`src/logic/spi_bridge_pkg.sv`:
```
`default_nettype none

package spi_bridge_pkg;

  //////////////////////////////////////////////////////////////////////
  // bus and pin widths

  localparam int IO_W      = 16;  // cpu i/o data
  localparam int IO_ADDR_W = 12;  // decoded part of the i/o address
  localparam int LANES     = 4;   // io0..io3 per target
  localparam int PIN_W     = 6;   // cs, sck and the four lanes
  localparam int CNT_W     = 5;   // engine bit counter

  // pin vector layout from the msb down is cs sck io3 io2 miso mosi
  localparam int PIN_CS    = 5;
  localparam int PIN_SCK   = 4;
  localparam int LANE_MISO = 1;

  //////////////////////////////////////////////////////////////////////
  // reset and engine constants

  localparam logic [PIN_W-1:0] PIN_RESET   = 6'b100000;  // cs high and the rest low
  localparam logic [CNT_W-1:0] CNT_START8  = 5'd16;      // half a lap
  localparam logic [CNT_W-1:0] CNT_START16 = 5'd0;       // full lap
  localparam logic [CNT_W-1:0] STEP_SINGLE = 5'd1;
  localparam logic [CNT_W-1:0] STEP_QUAD   = 5'd4;
  localparam logic [LANES-1:0] MASK_SINGLE = 4'b0010;    // only miso is an input

  //////////////////////////////////////////////////////////////////////
  // register map

  typedef enum logic [IO_ADDR_W-1:0] {
    A_MUX      = 12'h011,  // host passthrough select
    A_SYSCTL   = 12'h014,
    A_EVE_PINS = 12'h100,
    A_EVE_X8   = 12'h101,
    A_EVE_X16  = 12'h102,
    A_EVE_STAT = 12'h103,
    A_EVE_DIR  = 12'h104,
    A_EVE_QUAD = 12'h105,
    A_FL_PINS  = 12'h110,
    A_FL_X8    = 12'h111,
    A_FL_X16   = 12'h112,
    A_FL_STAT  = 12'h113,
    A_FL_DIR   = 12'h114,
    A_FL_QUAD  = 12'h115
  } io_addr_e;

  typedef enum logic {
    SPI_IDLE = 1'b0,
    SPI_RUN  = 1'b1
  } spi_state_e;

  typedef enum logic {
    MODE_SINGLE = 1'b0,
    MODE_QUAD   = 1'b1
  } lane_mode_e;

endpackage

`default_nettype wire

```
`src/logic/io_regs.sv`:
```
`timescale 1ns/10ps
`default_nettype none

module io_regs
  import spi_bridge_pkg::*;
(
  input  logic                 pclk,
  input  logic                 SCKclock,
  input  logic [IO_ADDR_W-1:0] io_a_i,
  input  logic [IO_W-1:0]      io_wd_i,
  input  logic                 io_r_i,
  input  logic                 io_w_i,
  output logic [IO_W-1:0]      io_rd_o,

  // display controller side
  input  logic [IO_W-1:0]      eve_rx_i,
  input  logic                 eve_idle_i,
  input  logic [LANES-1:0]     eve_pad_i,
  output logic                 eve_start8_o,
  output logic                 eve_start16_o,
  output logic                 eve_dir_o,
  output lane_mode_e           eve_quad_o,
  output logic [PIN_W-1:0]     eve_static_o,

  // flash side
  input  logic [IO_W-1:0]      fl_rx_i,
  input  logic                 fl_idle_i,
  input  logic [LANES-1:0]     fl_pad_i,
  output logic                 fl_start8_o,
  output logic                 fl_start16_o,
  output logic                 fl_dir_o,
  output lane_mode_e           fl_quad_o,
  output logic [PIN_W-1:0]     fl_static_o,

  output logic [1:0]           mux_o,
  output logic                 eve_pd_o
);

  logic [IO_W-1:0] rd_data;

  //////////////////////////////////////////////////////////////////////
  // start strobes in the same cycle as the write

  assign eve_start8_o  = io_w_i && (io_a_i == A_EVE_X8);
  assign eve_start16_o = io_w_i && (io_a_i == A_EVE_X16);
  assign fl_start8_o   = io_w_i && (io_a_i == A_FL_X8);
  assign fl_start16_o  = io_w_i && (io_a_i == A_FL_X16);

  //////////////////////////////////////////////////////////////////////
  // control registers

  always_ff @(posedge pclk or posedge SCKclock) begin
    if (SCKclock) begin
      mux_o        <= '0;
      eve_pd_o     <= 1'b0;
      eve_static_o <= PIN_RESET;
      eve_dir_o    <= 1'b0;
      eve_quad_o   <= MODE_SINGLE;
      fl_static_o  <= PIN_RESET;
      fl_dir_o     <= 1'b0;
      fl_quad_o    <= MODE_SINGLE;
    end else if (io_w_i) begin
      case (io_a_i)
        A_MUX:      mux_o        <= io_wd_i[1:0];
        A_SYSCTL:   eve_pd_o     <= io_wd_i[0];  // display power-down
        A_EVE_PINS: eve_static_o <= io_wd_i[PIN_W-1:0];
        A_EVE_DIR:  eve_dir_o    <= io_wd_i[0];
        A_EVE_QUAD: eve_quad_o   <= lane_mode_e'(io_wd_i[0]);
        A_FL_PINS:  fl_static_o  <= io_wd_i[PIN_W-1:0];
        A_FL_DIR:   fl_dir_o     <= io_wd_i[0];
        A_FL_QUAD:  fl_quad_o    <= lane_mode_e'(io_wd_i[0]);
        default: ;  // x8/x16 go straight to the engines
      endcase
    end
  end

  //////////////////////////////////////////////////////////////////////
  // read data

  always_comb begin
    rd_data = '0;  // unmapped addresses read zero
    case (io_a_i)
      A_MUX:      rd_data = {{(IO_W-2){1'b0}}, mux_o};
      A_SYSCTL:   rd_data = {{(IO_W-1){1'b0}}, eve_pd_o};

      // pins read back the pads, not the static levels
      A_EVE_PINS: rd_data = {{(IO_W-LANES){1'b0}}, eve_pad_i};
      A_EVE_X8:   rd_data = eve_rx_i;
      A_EVE_X16:  rd_data = eve_rx_i;
      A_EVE_STAT: rd_data = {{(IO_W-1){1'b0}}, eve_idle_i};
      A_EVE_DIR:  rd_data = {{(IO_W-1){1'b0}}, eve_dir_o};
      A_EVE_QUAD: rd_data = {{(IO_W-1){1'b0}}, eve_quad_o};

      A_FL_PINS:  rd_data = {{(IO_W-LANES){1'b0}}, fl_pad_i};
      A_FL_X8:    rd_data = fl_rx_i;
      A_FL_X16:   rd_data = fl_rx_i;
      A_FL_STAT:  rd_data = {{(IO_W-1){1'b0}}, fl_idle_i};
      A_FL_DIR:   rd_data = {{(IO_W-1){1'b0}}, fl_dir_o};
      A_FL_QUAD:  rd_data = {{(IO_W-1){1'b0}}, fl_quad_o};
      default:    rd_data = '0;
    endcase
  end

  // data is only presented while the read strobe is up
  assign io_rd_o = io_r_i ? rd_data : '0;

endmodule

`default_nettype wire

```
`src/logic/spi_bridge_top.sv`:
```
`timescale 1ns/10ps
`default_nettype none

module spi_bridge_top
  import spi_bridge_pkg::*;
(
  input  logic                 pclk,
  input  logic                 SCKclock,

  // cpu i/o bus
  input  logic [IO_ADDR_W-1:0] io_a_i,
  input  logic [IO_W-1:0]      io_wd_i,
  input  logic                 io_r_i,
  input  logic                 io_w_i,
  output logic [IO_W-1:0]      io_rd_o,

  // display controller pads
  input  logic [LANES-1:0]     eve_io_i,
  output logic                 eve_cs_o,
  output logic                 eve_sck_o,
  output logic [LANES-1:0]     eve_io_o,
  output logic [LANES-1:0]     eve_oe_o,
  output logic                 eve_pd_o,

  // flash pads
  input  logic [LANES-1:0]     fl_io_i,
  output logic                 fl_cs_o,
  output logic                 fl_sck_o,
  output logic [LANES-1:0]     fl_io_o,
  output logic [LANES-1:0]     fl_oe_o,

  // external host passthrough
  input  logic                 host_cs_i,
  input  logic                 host_sck_i,
  input  logic                 host_mosi_i,
  output logic                 host_miso_o
);

  logic [IO_W-1:0]  eve_rx, fl_rx;
  logic             eve_idle, fl_idle;
  logic             eve_start8, eve_start16, fl_start8, fl_start16;
  logic             eve_dir, fl_dir;
  lane_mode_e       eve_quad, fl_quad;
  logic [PIN_W-1:0] eve_static, fl_static;
  logic [PIN_W-1:0] eve_eng_pins, fl_eng_pins;
  logic [LANES-1:0] eve_mask, fl_mask;
  logic [1:0]       mux;

  io_regs u_regs (
    .pclk          (pclk),
    .SCKclock      (SCKclock),
    .io_a_i        (io_a_i),
    .io_wd_i       (io_wd_i),
    .io_r_i        (io_r_i),
    .io_w_i        (io_w_i),
    .io_rd_o       (io_rd_o),
    .eve_rx_i      (eve_rx),
    .eve_idle_i    (eve_idle),
    .eve_pad_i     (eve_io_i),
    .eve_start8_o  (eve_start8),
    .eve_start16_o (eve_start16),
    .eve_dir_o     (eve_dir),
    .eve_quad_o    (eve_quad),
    .eve_static_o  (eve_static),
    .fl_rx_i       (fl_rx),
    .fl_idle_i     (fl_idle),
    .fl_pad_i      (fl_io_i),
    .fl_start8_o   (fl_start8),
    .fl_start16_o  (fl_start16),
    .fl_dir_o      (fl_dir),
    .fl_quad_o     (fl_quad),
    .fl_static_o   (fl_static),
    .mux_o         (mux),
    .eve_pd_o      (eve_pd_o)
  );

  //////////////////////////////////////////////////////////////////////
  // display controller path

  spi_engine u_eve_eng (
    .pclk      (pclk),
    .SCKclock  (SCKclock),
    .start8_i  (eve_start8),
    .start16_i (eve_start16),
    .tx_i      (io_wd_i),  // tx rides on the write data
    .dir_i     (eve_dir),
    .quad_i    (eve_quad),
    .lanes_i   (eve_io_i),
    .rx_o      (eve_rx),
    .idle_o    (eve_idle),
    .pins_o    (eve_eng_pins),
    .mask_o    (eve_mask)
  );

  spi_pin_mux u_eve_mux (
    .host_sel_i  (mux[0]),
    .static_i    (eve_static),
    .engine_i    (eve_eng_pins),
    .mask_i      (eve_mask),
    .host_cs_i   (host_cs_i),
    .host_sck_i  (host_sck_i),
    .host_mosi_i (host_mosi_i),
    .cs_o        (eve_cs_o),
    .sck_o       (eve_sck_o),
    .io_o        (eve_io_o),
    .oe_o        (eve_oe_o)
  );

  //////////////////////////////////////////////////////////////////////
  // flash path

  spi_engine u_fl_eng (
    .pclk      (pclk),
    .SCKclock  (SCKclock),
    .start8_i  (fl_start8),
    .start16_i (fl_start16),
    .tx_i      (io_wd_i),
    .dir_i     (fl_dir),
    .quad_i    (fl_quad),
    .lanes_i   (fl_io_i),
    .rx_o      (fl_rx),
    .idle_o    (fl_idle),
    .pins_o    (fl_eng_pins),
    .mask_o    (fl_mask)
  );

  spi_pin_mux u_fl_mux (
    .host_sel_i  (mux[1]),
    .static_i    (fl_static),
    .engine_i    (fl_eng_pins),
    .mask_i      (fl_mask),
    .host_cs_i   (host_cs_i),
    .host_sck_i  (host_sck_i),
    .host_mosi_i (host_mosi_i),
    .cs_o        (fl_cs_o),
    .sck_o       (fl_sck_o),
    .io_o        (fl_io_o),
    .oe_o        (fl_oe_o)
  );

  // miso back to the host only when exactly one target is routed
  always_comb begin
    case (mux)
      2'b01:   host_miso_o = eve_io_i[LANE_MISO];
      2'b10:   host_miso_o = fl_io_i[LANE_MISO];
      default: host_miso_o = 1'b0;
    endcase
  end

endmodule

`default_nettype wire

```
`src/logic/spi_engine.sv`:
```
`timescale 1ns/10ps
`default_nettype none

module spi_engine
  import spi_bridge_pkg::*;
(
  input  logic             pclk,
  input  logic             SCKclock,
  input  logic             start8_i,
  input  logic             start16_i,
  input  logic [IO_W-1:0]  tx_i,
  input  logic             dir_i,
  input  lane_mode_e       quad_i,
  input  logic [LANES-1:0] lanes_i,
  output logic [IO_W-1:0]  rx_o,
  output logic             idle_o,
  output logic [PIN_W-1:0] pins_o,
  output logic [LANES-1:0] mask_o
);

  spi_state_e       state;
  logic [CNT_W-1:0] count;
  logic [IO_W-1:0]  shifter;

  logic             is_quad;
  logic             sck;
  logic [CNT_W-1:0] count_nxt;
  logic [IO_W-1:0]  tx_swap;

  assign is_quad   = (quad_i == MODE_QUAD);
  assign count_nxt = count + (is_quad ? STEP_QUAD : STEP_SINGLE);
  assign tx_swap   = {tx_i[7:0], tx_i[15:8]};  // low byte leaves first

  // sck toggles every count step in single mode, every 4 in quad
  assign sck = is_quad ? count[2] : count[0];

  //////////////////////////////////////////////////////////////////////
  // state, counter and shifter

  always_ff @(posedge pclk or posedge SCKclock) begin
    if (SCKclock) begin
      state   <= SPI_IDLE;
      count   <= '0;
      shifter <= '0;
    end else if (start8_i || start16_i) begin
      // a new start also cuts a running transfer short
      state   <= SPI_RUN;
      count   <= start8_i ? CNT_START8 : CNT_START16;
      shifter <= tx_swap;
    end else if (state == SPI_RUN) begin
      count <= count_nxt;
      if (count_nxt == '0) begin
        state <= SPI_IDLE;  // counter wrapped
      end
      if (sck) begin
        if (is_quad) begin
          shifter <= {shifter[IO_W-LANES-1:0], lanes_i};
        end else begin
          shifter <= {shifter[IO_W-2:0], lanes_i[LANE_MISO]};
        end
      end
    end
  end

  assign rx_o   = shifter;
  assign idle_o = (state == SPI_IDLE);

  //////////////////////////////////////////////////////////////////////
  // pin levels and lane mask

  always_comb begin
    pins_o          = '0;  // cs stays with the static register
    pins_o[PIN_SCK] = sck;
    if (is_quad) begin
      pins_o[LANES-1:0] = shifter[IO_W-1 -: LANES];  // top nibble
    end else begin
      pins_o[0] = shifter[IO_W-1];  // msb on mosi
    end
  end

  assign mask_o = is_quad ? {LANES{dir_i}} : MASK_SINGLE;

endmodule

`default_nettype wire

```
`src/logic/spi_pin_mux.sv`:
```
`timescale 1ns/10ps
`default_nettype none

// one per target between the engine and the pads
module spi_pin_mux
  import spi_bridge_pkg::*;
(
  input  logic             host_sel_i,
  input  logic [PIN_W-1:0] static_i,
  input  logic [PIN_W-1:0] engine_i,
  input  logic [LANES-1:0] mask_i,
  input  logic             host_cs_i,
  input  logic             host_sck_i,
  input  logic             host_mosi_i,
  output logic             cs_o,
  output logic             sck_o,
  output logic [LANES-1:0] io_o,
  output logic [LANES-1:0] oe_o
);

  logic [PIN_W-1:0] levels;
  logic [PIN_W-1:0] host_pins;

  // host only drives cs, sck and mosi
  always_comb begin
    host_pins          = '0;
    host_pins[PIN_CS]  = host_cs_i;
    host_pins[PIN_SCK] = host_sck_i;
    host_pins[0]       = host_mosi_i;
  end

  //////////////////////////////////////////////////////////////////////
  // level select

  always_comb begin
    if (host_sel_i) begin
      levels = host_pins;
    end else begin
      levels = static_i | engine_i;  // engine bits ride on top of static
    end
  end

  assign cs_o  = levels[PIN_CS];
  assign sck_o = levels[PIN_SCK];
  assign io_o  = levels[LANES-1:0];

  // mask bit set means the lane is an input
  assign oe_o = ~mask_i;

endmodule

`default_nettype wire

```
`config.mk`:
```
export PLATFORM = sky130hd
export DESIGN_NAME = spi_bridge_top
export DESIGN_NICKNAME = d
export VERILOG_FILES = /design/src/logic/spi_bridge_pkg.sv /design/src/logic/io_regs.sv /design/src/logic/spi_bridge_top.sv /design/src/logic/spi_engine.sv /design/src/logic/spi_pin_mux.sv
export SDC_FILE = /design/constraint.sdc
export NUM_CORES = 1
export LEC_CHECK = 0
export ABC_AREA = 1
export BUFFER_PORTS_ARGS = -buffer_cell sky130_fd_sc_hd__buf_4
export CORE_MARGIN = 8
export CORE_UTILIZATION = 30
export CTS_CLUSTER_SIZE = 8
export DETAILED_ROUTE_END_ITERATION = 6
export SYNTH_ARGS = -nofsm -noshare
export SYNTH_HDL_FRONTEND = slang
export SYNTH_SLANG_ARGS = --single-unit
```
`constraint.sdc`:
```
create_clock -name pclk -period 2.9 [get_ports pclk]
set_clock_uncertainty 0.15 [all_clocks]
set_input_delay 0.145 -clock pclk [delete_from_list [all_inputs] [get_ports pclk]]
set_output_delay 0.145 -clock pclk [all_outputs]
set_load 0.05 [all_outputs]
```
# Word-level counts from Yosys, hierarchy flattened
# Cells that the tools add are included.
# word_totals
register_bits	63
input_bits	43
elab_cells	97
# classes
addsub	2
n_eq_ne	16
muxes	35
bitwise	6
reduce_logical	24
# ops
op	count
$pmux 16 s12	1
$eq 12x9->1 const B	12
$mux 16	9
$mux 5	6
$eq 12x5->1 const B	2
$reduce_and 2->1	10
$mux 3	4
$mux 6	2
$or 6x5->6	2
$add 5x5->5	2
$logic_not 5->1	2
$mux 1	10
$mux 4	2
$not 4->4	2
$reduce_bool 2->1	4
$logic_and 1x1->1	4
$reduce_or 2->1	2
$eq 2x1->1 const B	1
$eq 2x2->1 const B	1
$logic_or 1x1->1	2
$not 1->1	2
$pmux 1 s2	1

# Logic depth before layout (Yosys ltp)
# Gate-level depths: netlist (run 1).
# depth
word_depth	6
depth_mapped	12
mapped_depth_nobuf	11

# Modules after synthesis
# Synthesis (run 1) repeated with hierarchy kept, for this count alone.
# unflattened
cells_unflattened	689
area_unflattened_um2	4682.0
# by_module_without_submodules
mod	instances	cells_per_inst	area_each_um2
spi_engine	2	211	1497.7
io_regs	1	220	1480.2
spi_pin_mux	2	20	78.8
spi_bridge_top	1	7	48.8

# Worst setup path after synthesis (run 1)
# No wires, ideal clock.
# synth_timing
path_kind	register to register
startpoint	register u_regs.fl_quad_o
endpoint	register u_fl_eng.count[4]
arrival_time_ns	1.765
t_required_ns	2.624
path_slack_ns	0.859
path_stages_with_launch	12
n_path_buf	2
synth_period_minus_slack_ns	2.041
path_cell_list	dfrtp_1 > buf_2 > inv_2 > clkbuf_1 > ha_1 > ha_1 > nand2_1 > nand2_1 > nand2_1 > xnor2_1 > o21ai_0 > a21oi_1
# synth_between
elab_chain_cells	4
# synth_lines
item	line_no	source
from (decl)	io_regs.sv:32	output lane_mode_e fl_quad_o,
from (signal assigned)	io_regs.sv:71	A_FL_QUAD: fl_quad_o <= lane_mode_e'(io_wd_i[0]);
$mux 3	spi_engine.sv:31	assign count_nxt = count + (is_quad ? STEP_QUAD : STEP_SINGLE);
$add 5x5->5	spi_engine.sv:31	
$mux 5	spi_engine.sv:50	end else if (state == SPI_RUN) begin
$mux 5	spi_engine.sv:45	end else if (start8_i || start16_i) begin
to (signal assigned)	spi_engine.sv:48	count <= start8_i ? CNT_START8 : CNT_START16;
to (signal assigned)	spi_engine.sv:51	count <= count_nxt;
to (decl)	spi_engine.sv:22	logic [CNT_W-1:0] count;
# Every way passes these cells. The select of a mux whose other input is x is not followed.
# A chain may end at the register's enable or synchronous reset.

# Worst setup path after layout (run 1)
# layout_timing
startpoint	register u_regs.fl_quad_o
endpoint	output port fl_io_o[0]
# layout_between
elab_chain_cells	3
# layout_lines
item	line_no	source
$mux 1	spi_engine.sv:74	if (is_quad) begin
$or 6x5->6	spi_pin_mux.sv:39	levels = static_i | engine_i;
$mux 6	spi_pin_mux.sv:36	if (host_sel_i) begin
to (decl)	spi_bridge_top.sv:29	output logic [LANES-1:0] fl_io_o,
# Every way passes these cells.

==> results of run 1 <==
[cells in the final DEF, fill, tap and decap left out, types with 9 or more instances in the layout]
cell,count
a21oi_1,15
buf_4,89
nor2_4,12
o221ai_1,15
nand3_1,22
nand2_1,131
a211oi_1,15
dfrtp_1,61
o22ai_1,13
clkbuf_16,9
o21ai_1,24
o21ai_0,40
inv_1,99
nor2_1,82
a31oi_1,16
[final cells by class]
type                            instances  area (µm²)  area share
Tap cell                              184       230.2     0.04207
Inverter                              106       397.9     0.07270
Timing Repair Buffer                   94       718.2      0.1312
Multi-Input combinational cell        431        2273      0.4154
Clock buffer                            9       225.2     0.04115
Clock inverter                          7       48.80    0.008916
Sequential cell                        63        1579      0.2885
[cell families after synthesis]
group           after synthesis  share of synthesized area
mux                           1                   0.002248
flops                        63                     0.3546
xor+xnor                      6                    0.01180
buf+inv                     139                     0.1349
simple gates                273                     0.2810
compound gates              143                     0.1930
fa+ha+maj                     8                    0.02248
[sequential cells by signal, indices dropped and copies added (netlist names), 2 cells and up]
register / count
u_fl_eng.count: 5
u_regs.mux_o: 2
u_eve_eng.count: 5
u_regs.fl_static_o: 6
u_regs.eve_static_o: 6
u_fl_eng.rx_o: 16
u_eve_eng.rx_o: 16
[through the flow]
step	area [µm²]	setup slack (ns)	power, mW
2_1_floorplan	4453	0.8591	2.392
3_3_place_gp	5149	0.7672	2.812
3_5_place_dp	5149	0.7257	2.830
4_1_cts	5473	0.6351	3.839
5_1_grt	5473	0.5045	4.109
6_report	5473	0.6177	3.827
[worst min-delay path: stages]
cell	delay (ns)
buf_4	0.07
inv_1	0.05
o221ai_1	0.17
[how the worst min path moves through the flow]
| stage | startpoint | cells after the start | end |
|---|---|---|---|
| after floorplan | io_wd_i[6] | 2 | u_eve_eng.rx_o[14] |
| after global placement | io_wd_i[0] | 3 | u_regs.eve_dir_o |
| after detailed placement | io_wd_i[6] | 3 | u_eve_eng.rx_o[14] |
| after CTS | io_wd_i[13] | 3 | u_fl_eng.rx_o[5] |
| after global routing | io_wd_i[4] | 3 | u_regs.eve_static_o[4] |
| final | io_wd_i[15] | 3 | u_fl_eng.rx_o[7] |
[layer usage]
layer / up-vias / part of all wire / global-route usage
met4: 0 / 0.016 / 0.04716
met5: - / 0 / 0
met3: 14 / 0.069 / 0.02808
met1: 1956 / 0.47 / 0.1989
met2: 143 / 0.44 / 0.2293
li1: 2188 / - / -
[cells in the mapped netlist, drive strengths merged, types with 2 or more instances]
library cell | count | area share
ha | 8 | 0.022
o21ai | 65 | 0.074
a211oi | 15 | 0.025
xnor2 | 2 | 0.0039
a31oi | 16 | 0.022
nor2 | 98 | 0.11
o221ai | 15 | 0.030
inv | 106 | 0.089
buf | 22 | 0.036
dfrtp | 61 | 0.34
nand3 | 26 | 0.037
clkbuf | 11 | 0.0093
a21oi | 15 | 0.017
xor2 | 4 | 0.0079
o22ai | 13 | 0.018
dfstp | 2 | 0.012
nand2 | 138 | 0.12
o211ai | 2 | 0.0034
nor3 | 8 | 0.0090
[power breakdown]
| part | switching (mW) | leakage, nW | internal [mW] |
|---|---|---|---|
| sequential | 0.183 | 0.795 | 1.16 |
| clock | 0.422 | 0.136 | 0.579 |
| combinational | 0.960 | 1.77 | 0.521 |
[what timing repair did]
| action | 4_1_cts | 5_1_grt |
|---|---|---|
| hold buffers | 5 | 0 |
| endpoints found under the hold margin | 66 | 0 |
| gates resized for setup | 0 | 0 |
==> out/qor.yml, run 1 <==
grt:
  grt_pass1_vias: 4160
  grt_usage: 0.1466
  grt_max_degree: 64
  grt_first_pass_wirelength_um: 21850
  grt-ovfl-total: 0
  antenna_found_initial: 0
worst_setup_path:
  cp_top_family: "buffers and inverters"
  slowest_stage: "dfrtp_1"
  worst_r2r_endpoint: "u_fl_eng.state"
  r2r-start: "u_regs.fl_quad_o"
  cp.required_ns: 2.61
  crit_path_start_kind: "register"
  slowest_delay_ns: 0.53
  cp.depth: 7
  crit_start: "u_regs.fl_quad_o"
  rr_worst_depth: 7
  crit_buf_inv: 4
  setup.worst_path.class: "reg2out"
  crit_arrival_ns: 1.99
  end_kind: "output pin"
  endpoint: "fl_io_o[0]"
  crit_chain: "inv_2 > buf_4 > a21oi_1 > o211ai_1 > o21ai_0 > inv_1 > buf_4"
  r2r_slack_ns: 0.89
  path_max_fanout: 32
  cpMostUsedCell: "buf_4"
sta:
  max_slew.worst_pin.slew_ns: 0.8400
  setup_viol: 0
  post-route-period-util: 0.7870
  slew-limit-headroom: 0.4400
  fin_tns_setup_ns: 0
  hold_slack_ns: 0.002279
  hold_viol: 0
  post-route-min-period_ns: 2.282
  rsz0062_at_grt: "false"
  slew_viol_final: 0
  fmax_mhz: 438.2
clock_network:
  tritoncts: "built"
  postCtsSetupRepairBufs: 0
  clk_latency_ns: 0.33
  clkTransAtPathRegs_ns: 0.06
  cts.htree.levels: 3
  cts-root-buf: "clkbuf_16"
  cts_num_sinks: 63
  clockBufferDepth: 2
  numCtsBuffers: 9
finish:
  n_fill_cell: 1609
  fin_cells: 894
  area_growth_pct: 22.90
  drive_above_1_share: 0.2000
  final_util: 0.3766
  fin_nets: 756
  n_antenna_cell: 0
place:
  port_buffers: 80
  dpl.hpwl_um: 9803
  dp_cells: 873
  routabilityCongestion: 0.9027
synthesis:
  synth_seq_cells: 63
  syn_inst: 633
  async_reset_ff_frac: 1.000
  syn_area_mm2: 0.004453
  synth.distinct_cells: 39
  synth.avg_cell_area_um2: 7.035
  synth_warnings: 0
  yosysSeqAreaShare: 0.3546
  synth_edf_count: 0
  synthFlopType: "dfrtp_1"
  synth_fp_nets: 684
drt:
  vias: 4301
  detail-route-antenna-nets: 0
  wirelength_um: 13510
  drtIter0Drc: 365
  drc: 0
  first_pass_iters: 4
  viasPerCell: 4.811
  routedWlPerCell_um: 15.12
run:
  maxCapViolCount: 0
power:
  powerDensity_mw_per_mm2: 699.3
  ir_drop_mv: 0.4186
  power_leakage_nw: 2.706
floorplan:
  start_util: 0.3064
  die_h_um: 137.8
  dieArea_mm2: 0.01900
  core.rowCount: 44
  die_width_um: 137.8
  io_pins: 81
  coreArea_mm2: 0.01453
worst_hold_path:
  hold_path_class: "in2reg"
run_status:
  status: "complete, no violations"
Note: power is estimated with default switching activity, not from simulation.
==> run 2: changes to the inputs <==
--- a/config.mk
+++ b/config.mk
@@ -5,7 +5,7 @@
 export SDC_FILE = /design/constraint.sdc
 export NUM_CORES = 1
 export LEC_CHECK = 0
-export ABC_AREA = 1
+export ABC_AREA = 0
 export BUFFER_PORTS_ARGS = -buffer_cell sky130_fd_sc_hd__buf_4
 export CORE_MARGIN = 8
 export CORE_UTILIZATION = 30
==> constraint.sdc (replaced) <==
create_clock -name pclk -period 1.88 [get_ports pclk]
set_clock_uncertainty 0.15 [all_clocks]
set_input_delay 0.094 -clock pclk [delete_from_list [all_inputs] [get_ports pclk]]
set_output_delay 0.094 -clock pclk [all_outputs]
set_load 0.05 [all_outputs]
==> run 2 against run 1 <==
The run now ends with negative setup slack left. Die area fell by 7.0%. Combinational power rose by 87%. Area after synthesis fell by 7.9%. Largest power group unchanged. Via count fell by 5.5%. Setup slack got worse by 0.70 ns. Sequential cell count did not move. Critical path depth did not move. Critical path type is now in2out. Highest routed layer unchanged.
==> out/qor.yml, run 2 <==
sta:
  slew-limit-headroom: 0.6343  # +0.1943
  setup_viol: 21  # +21
  hold_slack_ns: 0.02007  # +0.01779 ns
  fin_tns_setup_ns: -1.016  # -1.016 ns
  rsz0062_at_grt: "true"
  max_slew.worst_pin.slew_ns: 0.5409  # -0.2991 ns
  worst_slack_ns: -0.07777  # -0.6955 ns
  hold_viol: 0  # unchanged
  slew_viol_final: 0  # unchanged
  post-route-period-util: 1.041
  post-route-min-period_ns: 1.958
  fmax_mhz: 510.8
grt:
  antenna_found_initial: 0  # unchanged
  grt-ovfl-total: 0  # unchanged
  grt_pass1_vias: 4148  # -0.29%
  grt_first_pass_wirelength_um: 22500  # +3.0%
  grt_usage: 0.1563  # +0.009659
  grt_max_degree: 38  # -41%
synthesis:
  ys_top_cells_by_count: "nor2_1, dfrtp_1, a21oi_1, nand2_1, mux2i_1"
  synth_fp_nets: 519  # -24%
  synth_seq_cells: 63  # unchanged
  async_reset_ff_frac: 1.000  # unchanged
  synth_edf_count: 0  # unchanged
  synth.distinct_cells: 49  # +26%
  synth_compound_area_frac: 0.1834  # -0.009632
  yosysSeqAreaShare: 0.3851  # +0.03051
  synth-simple-area-share: 0.1813  # -0.09971
  syn_area_mm2: 0.004100  # -7.9%
  synth_mux_area_frac: 0.1523  # +0.1500
  synth.most_common_cell: "nor2_1"
  synthFlopType: "dfrtp_1"
  syn_inst: 468  # -26%
  netlist.area_leader.share: 0.3723  # +0.02950
  synth.avg_cell_area_um2: 8.761  # +25%
  yosys-top-cells-area: "dfrtp_1, mux2i_1, nor2_1"
  synth_warnings: 0  # unchanged
  synth_fa_ha_area_frac: 0.02441  # +0.001934
  synth_top_cell_by_area: "dfrtp_1"
  synthXorXnorAreaFrac: 0.01922  # +0.007424
  synth_top_family_by_area: "compound AO/OA/AOI/OAI gates"
clock_network:
  clockBufferDepth: 2  # unchanged
  clkTransAtPathRegs_ns: 0.06  # about the same
  cts-root-buf: "clkbuf_16"
  numCtsBuffers: 9  # unchanged
  clk_latency_ns: 0.33  # about the same
  cts_num_sinks: 63  # unchanged
  cts.htree.levels: 3  # unchanged
  tritoncts: "built"
worst_hold_path:
  hold_path_class: "in2reg"
power:
  pwr-share-clk: 0.259  # -0.003
  power_leakage_nw: 2.858  # +5.6%
  pwr-share-seq: 0.344  # -0.007
  pwr-share-comb: 0.397  # +0.010
  powerDensity_mw_per_mm2: 1061  # +52%
  switchingPower_mw: 2.626  # +68%
  intPower_mw: 4.347  # +92%
  ir_drop_mv: 0.4220  # +0.82%
  p_sw_frac: 0.3766  # -0.03254
floorplan:
  start_util: 0.3084  # +0.002007
  dieArea_mm2: 0.01766  # -7.0%
  core.rowCount: 42  # -4.5%
  coreArea_mm2: 0.01330  # -8.5%
  die_width_um: 132.9  # -3.6%
  die_h_um: 132.9  # -3.6%
  io_pins: 81  # unchanged
place:
  port_buffers: 80  # unchanged
  preCtsSetupSlack_ns: -0.2593  # -0.9850 ns
  dpl.hpwl_um: 10010  # +2.1%
  dp_cells: 736  # -16%
  routabilityCongestion: 0.8394  # -7.0%
finish:
  fin_nets: 657  # -13%
  layout_commonest_cell: "buf_4"
  drive_above_1_share: 0.4484  # +0.2484
  fin_cells: 787  # -12%
  final_cell_mix: "buf_4, dfrtp_1, nor2_1, nand2_1, mux2i_1"
  area_growth_pct: 60.24
  n_antenna_cell: 0  # unchanged
drt:
  routedWlPerCell_um: 18.27  # +21%
  first_pass_iters: 5  # +1
  detail-route-antenna-nets: 0  # unchanged
  drc: 0  # unchanged
  drtIter0Drc: 257  # -30%
  viasPerCell: 5.163  # +7.3%
  wirelength_um: 14380  # +6.4%
  vias: 4063  # -5.5%
run_status:
  failed_checks: "negative setup slack"
  status: "finished with violations"
worst_setup_path:
  setup.worst_path.class: "in2out"
  crit_path_start_kind: "primary input"
  path_max_fanout: 5  # -84%
  end_kind: "output pin"
  cp.required_ns: 1.64  # -0.97 ns
  crit_arrival_ns: 1.71  # -0.28 ns
run:
  maxCapViolCount: 0  # unchanged
-- run 2: cell count changes in the layout (fill, tap and decap cells not counted), moves of 13 or more --
cell / before / now
mux2i_1: 1 / 36
a21oi_2: 0 / 17
o221ai_1: 15 / 0
buf_6: 0 / 23
nand2_1: 131 / 45
a211oi_1: 15 / 2
mux2_2: 0 / 18
buf_4: 89 / 104
a31oi_1: 16 / 3
nand3_1: 22 / 5
o21ai_0: 40 / 20
inv_1: 99 / 6
a22oi_1: 0 / 18
nor2_1: 82 / 47
-- run 2: final timing paths --
check	start	end	slack, ns	cells past startpoint
hold / removal	io_w_i	u_regs.eve_pd_o	0.02	3
hold reg to reg	u_regs.eve_static_o[2]	u_regs.eve_static_o[2]	0.36	1
setup reg to reg	u_regs.fl_quad_o	u_fl_eng.state	-0.06	7
max in group asynchronous	SCKclock	u_regs.fl_quad_o	0.78	4
min in group asynchronous	SCKclock	u_regs.fl_static_o[0]	0.22	3
setup / recovery	io_a_i[0]	io_rd_o[1]	-0.08	7
-- run 2: timing repair --
action | CTS | global route
resized for setup | 44 | 91
setup buffers | 7 | 8
pin swaps | 8 | 27
cloned | 0 | 3
hold endpoints to repair | 70 | 0
hold buffers | 17 | 0
setup endpoints to repair | 23 | 38
-- run 2: cell type report --
class                      count  area, µm²
fill                        1182       6725
multi-input combinational    359       2833
sequential                    63       1582
timing repair buffer         164       1580
clock buffer                  10      229.0
tap                          176      220.2
clock inverter                 6      85.08
inverter                       9      41.29
-- run 2: cells by family (layout without fill, tap and decap cells) --
family                   Yosys count  after routing
adder cells (fa/ha/maj)            8              8
flip-flops                        63             63
AND/OR/NAND/NOR                  156            156
XOR/XNOR                           9              9
multiplexers                      60             60
buffers and inverters             46            189
AO/OA/AOI/OAI                    126            126
-- run 2: stage by stage --
| stage | power [mW] | util | cell area [µm²] |
|---|---|---|---|
| 2_1_floorplan | 3.541 | - | 4374 |
| 3_3_place_gp | 4.228 | 0.4059 | 5396 |
| 3_5_place_dp | 4.300 | 0.4059 | 5396 |
| 4_1_cts | 6.234 | 0.4607 | 6125 |
| 5_1_grt | 7.341 | 0.4942 | 6570 |
| 6_report | 6.973 | 0.4942 | 6570 |
-- run 2: metal layers --
metal	routed length, µm	global-route usage	share of wire
met1	6225	0.1991	0.43
met2	6988	0.2574	0.49
met3	947	0.03747	0.066
met4	220	0.04227	0.015
met5	0	0	0
-- run 2: power groups by stage --
stage / clock [mW] / sequential [mW] / combinational, mW
floorplan: 0 / 2.13 / 1.41
global placement: 0 / 2.30 / 1.93
CTS: 1.83 / 2.32 / 2.09
detailed placement: 0 / 2.32 / 1.98
global route: 1.87 / 2.45 / 3.02
finish: 1.80 / 2.40 / 2.77
-- run 2: critical path: stages --
cell and delay [ns]:
buf_4 0.12, or4_4 0.59, nor3_4 0.26, o31ai_4 0.16
buf_4 0.17, a21oi_4 0.13, buf_6 0.18
==> run 3: changes to the inputs <==
--- a/config.mk
+++ b/config.mk
@@ -9,6 +9,7 @@
 export BUFFER_PORTS_ARGS = -buffer_cell sky130_fd_sc_hd__buf_4
 export CORE_MARGIN = 8
 export CORE_UTILIZATION = 30
+export CTS_BUF_LIST = sky130_fd_sc_hd__clkbuf_16
 export CTS_CLUSTER_SIZE = 8
 export DETAILED_ROUTE_END_ITERATION = 6
 export SYNTH_ARGS = -nofsm -noshare
==> run 3 against run 2 <==
The run still ends with negative setup slack left. Setup slack barely moved. Cell count did not move. Worst hold slack improved by 0.0021 ns. Critical path depth did not move. First-iteration DRC count did not move. Register-to-register slack barely moved. Critical endpoint unchanged. Largest cell class unchanged. Largest power group unchanged.
==> out/qor.yml, run 3 (synthesis gave the netlist of run 2 again) <==
worst_hold_path:
  hold_path_class: "in2reg"
sta:
  worst_slack_ns: -0.07732  # +0.0004531 ns
  fmax_mhz: 510.9  # about the same
  post-route-min-period_ns: 1.957  # -0.0004531 ns
  slew_viol_final: 0  # unchanged
  max_slew.worst_pin.slew_ns: 0.5409  # -0.0000001192 ns
  post-route-period-util: 1.041  # about the same
  slew-limit-headroom: 0.6343  # unchanged
  hold_viol: 0  # unchanged
  rsz0062_at_grt: "true"
  setup_viol: 20  # -4.8%
clock_network:
  cts-root-buf: "clkbuf_16"
  cts_num_sinks: 63  # unchanged
  numCtsBuffers: 9  # unchanged
  clk_latency_ns: 0.33  # about the same
  tritoncts: "built"
  clkTransAtPathRegs_ns: 0.06  # about the same
  clockBufferDepth: 2  # unchanged
  cts.htree.levels: 3  # unchanged
place:
  dpl_cell_area_mm2: 0.005396  # unchanged
  routabilityCongestion: 0.8394  # unchanged
  port_buffers: 80  # unchanged
  preCtsSetupSlack_ns: -0.2593  # unchanged
  dpl.hpwl_um: 10010  # unchanged
worst_setup_path:
  setup.worst_path.class: "in2out"
  crit_path_start_kind: "primary input"
  slowest_stage: "or4_4"
  path_max_fanout: 5  # unchanged
  cpMostUsedCell: "buf_4"
  cp.required_ns: 1.64  # about the same
  end_kind: "output pin"
  crit_chain: "buf_4 > or4_4 > nor3_4 > o31ai_4 > buf_4 > a21oi_4 > buf_6"
  slowest_delay_ns: 0.59  # about the same
  crit_arrival_ns: 1.71  # about the same
run_status:
  status: "finished with violations"
  failed_checks: "negative setup slack"
power:
  ir_drop_mv: 0.4212  # -0.18%
  powerDensity_mw_per_mm2: 1060  # -0.15%
  power_mw: 6.963  # -0.15%
  power_leakage_nw: 2.862  # +0.15%
drt:
  vias: 4061  # -0.049%
  viasPerCell: 5.160  # about the same
  detail-route-antenna-nets: 0  # unchanged
  drc: 0  # unchanged
  first_pass_iters: 5  # unchanged
  wirelength_um: 14380  # about the same
  drtIter0Drc: 257  # unchanged
  routedWlPerCell_um: 18.28  # about the same
finish:
  layout_commonest_cell: "buf_4"
  final_cell_area_mm2: 0.006570  # unchanged
  drive_above_1_share: 0.4484  # unchanged
  n_antenna_cell: 0  # unchanged
  fin_nets: 657  # unchanged
  final_util: 0.4942  # unchanged
  final_cell_mix: "buf_4, dfrtp_1, nor2_1, nand2_1, mux2i_1"
  area_growth_pct: 60.24  # unchanged
floorplan:
  dieArea_mm2: 0.01766  # unchanged
  io_pins: 81  # unchanged
  die_h_um: 132.9  # unchanged
  die_width_um: 132.9  # unchanged
  start_util: 0.3084  # unchanged
  coreArea_mm2: 0.01330  # unchanged
  core.rowCount: 42  # unchanged
grt:
  grt_first_pass_wirelength_um: 22500  # unchanged
  antenna_found_initial: 0  # unchanged
  grt_pass1_vias: 4148  # unchanged
  grt_usage: 0.1563  # unchanged
  grt_max_degree: 38  # unchanged
  grt-ovfl-total: 0  # unchanged
run:
  maxCapViolCount: 0  # unchanged
==> run 3: repair_timing <==
action | CTS | global route
setup endpoints to repair | 23 | 38
pin swaps | 8 | 27
resized for setup | 44 | 91
endpoints found under the hold margin | 70 | 0
cloned | 0 | 3
setup buffers | 7 | 8
hold buffers | 17 | 0
==> run 3: worst paths after layout <==
check	from	end	slack, ns	cells after the start
worst max-delay path	io_a_i[0]	io_rd_o[1]	-0.08	7
worst min-delay path	io_w_i	u_regs.eve_pd_o	0.02	3
worst max register to register	u_regs.fl_quad_o	u_fl_eng.state	-0.06	7
worst min register to register	u_regs.eve_static_o[2]	u_regs.eve_static_o[2]	0.36	1
max in group asynchronous	SCKclock	u_regs.fl_quad_o	0.78	4
min in group asynchronous	SCKclock	u_regs.fl_static_o[0]	0.22	3
==> run 3: metrics by stage <==
step	std cells	hold slack, ns	TNS (ns)
6_report	787	0.02221	-1.001
5_1_grt	787	0.05253	-3.019
3_3_place_gp	736	0.005282	-3.990
4_1_cts	776	0.01715	-1.342
3_5_place_dp	736	0.01602	-4.993
2_1_floorplan	468	0.06084	-1.358
==> run 3: layout make-up <==
class | count | area (µm²)
clock buffer | 9 | 225.2
clock inverter | 7 | 88.84
fill | 1182 | 6725
inverter | 9 | 41.29
multi-input combinational | 359 | 2833
sequential | 63 | 1582
tap | 176 | 220.2
timing repair buffer | 164 | 1580
==> run 3: critical path: cells and delay by family <==
kind                   cells  cell delay (ns)
AO/OA/AOI/OAI              2             0.29
buffers and inverters      3             0.47
AND/OR/NAND/NOR            2             0.85
==> run 3: power by group <==
part / leakage [nW] / switching, mW / internal, mW
Clock: 0.153 / 0.644 / 1.15
Sequential: 0.763 / 0.607 / 1.79
Combinational: 1.95 / 1.37 / 1.40
==> run 3: routing by layer <==
layer	vias up	wire [µm]	track usage
met5	-	0	0
met2	123	7008	0.2574
li1	1944	-	-
met4	0	209	0.04227
met3	19	1000	0.03747
met1	1975	6165	0.1991
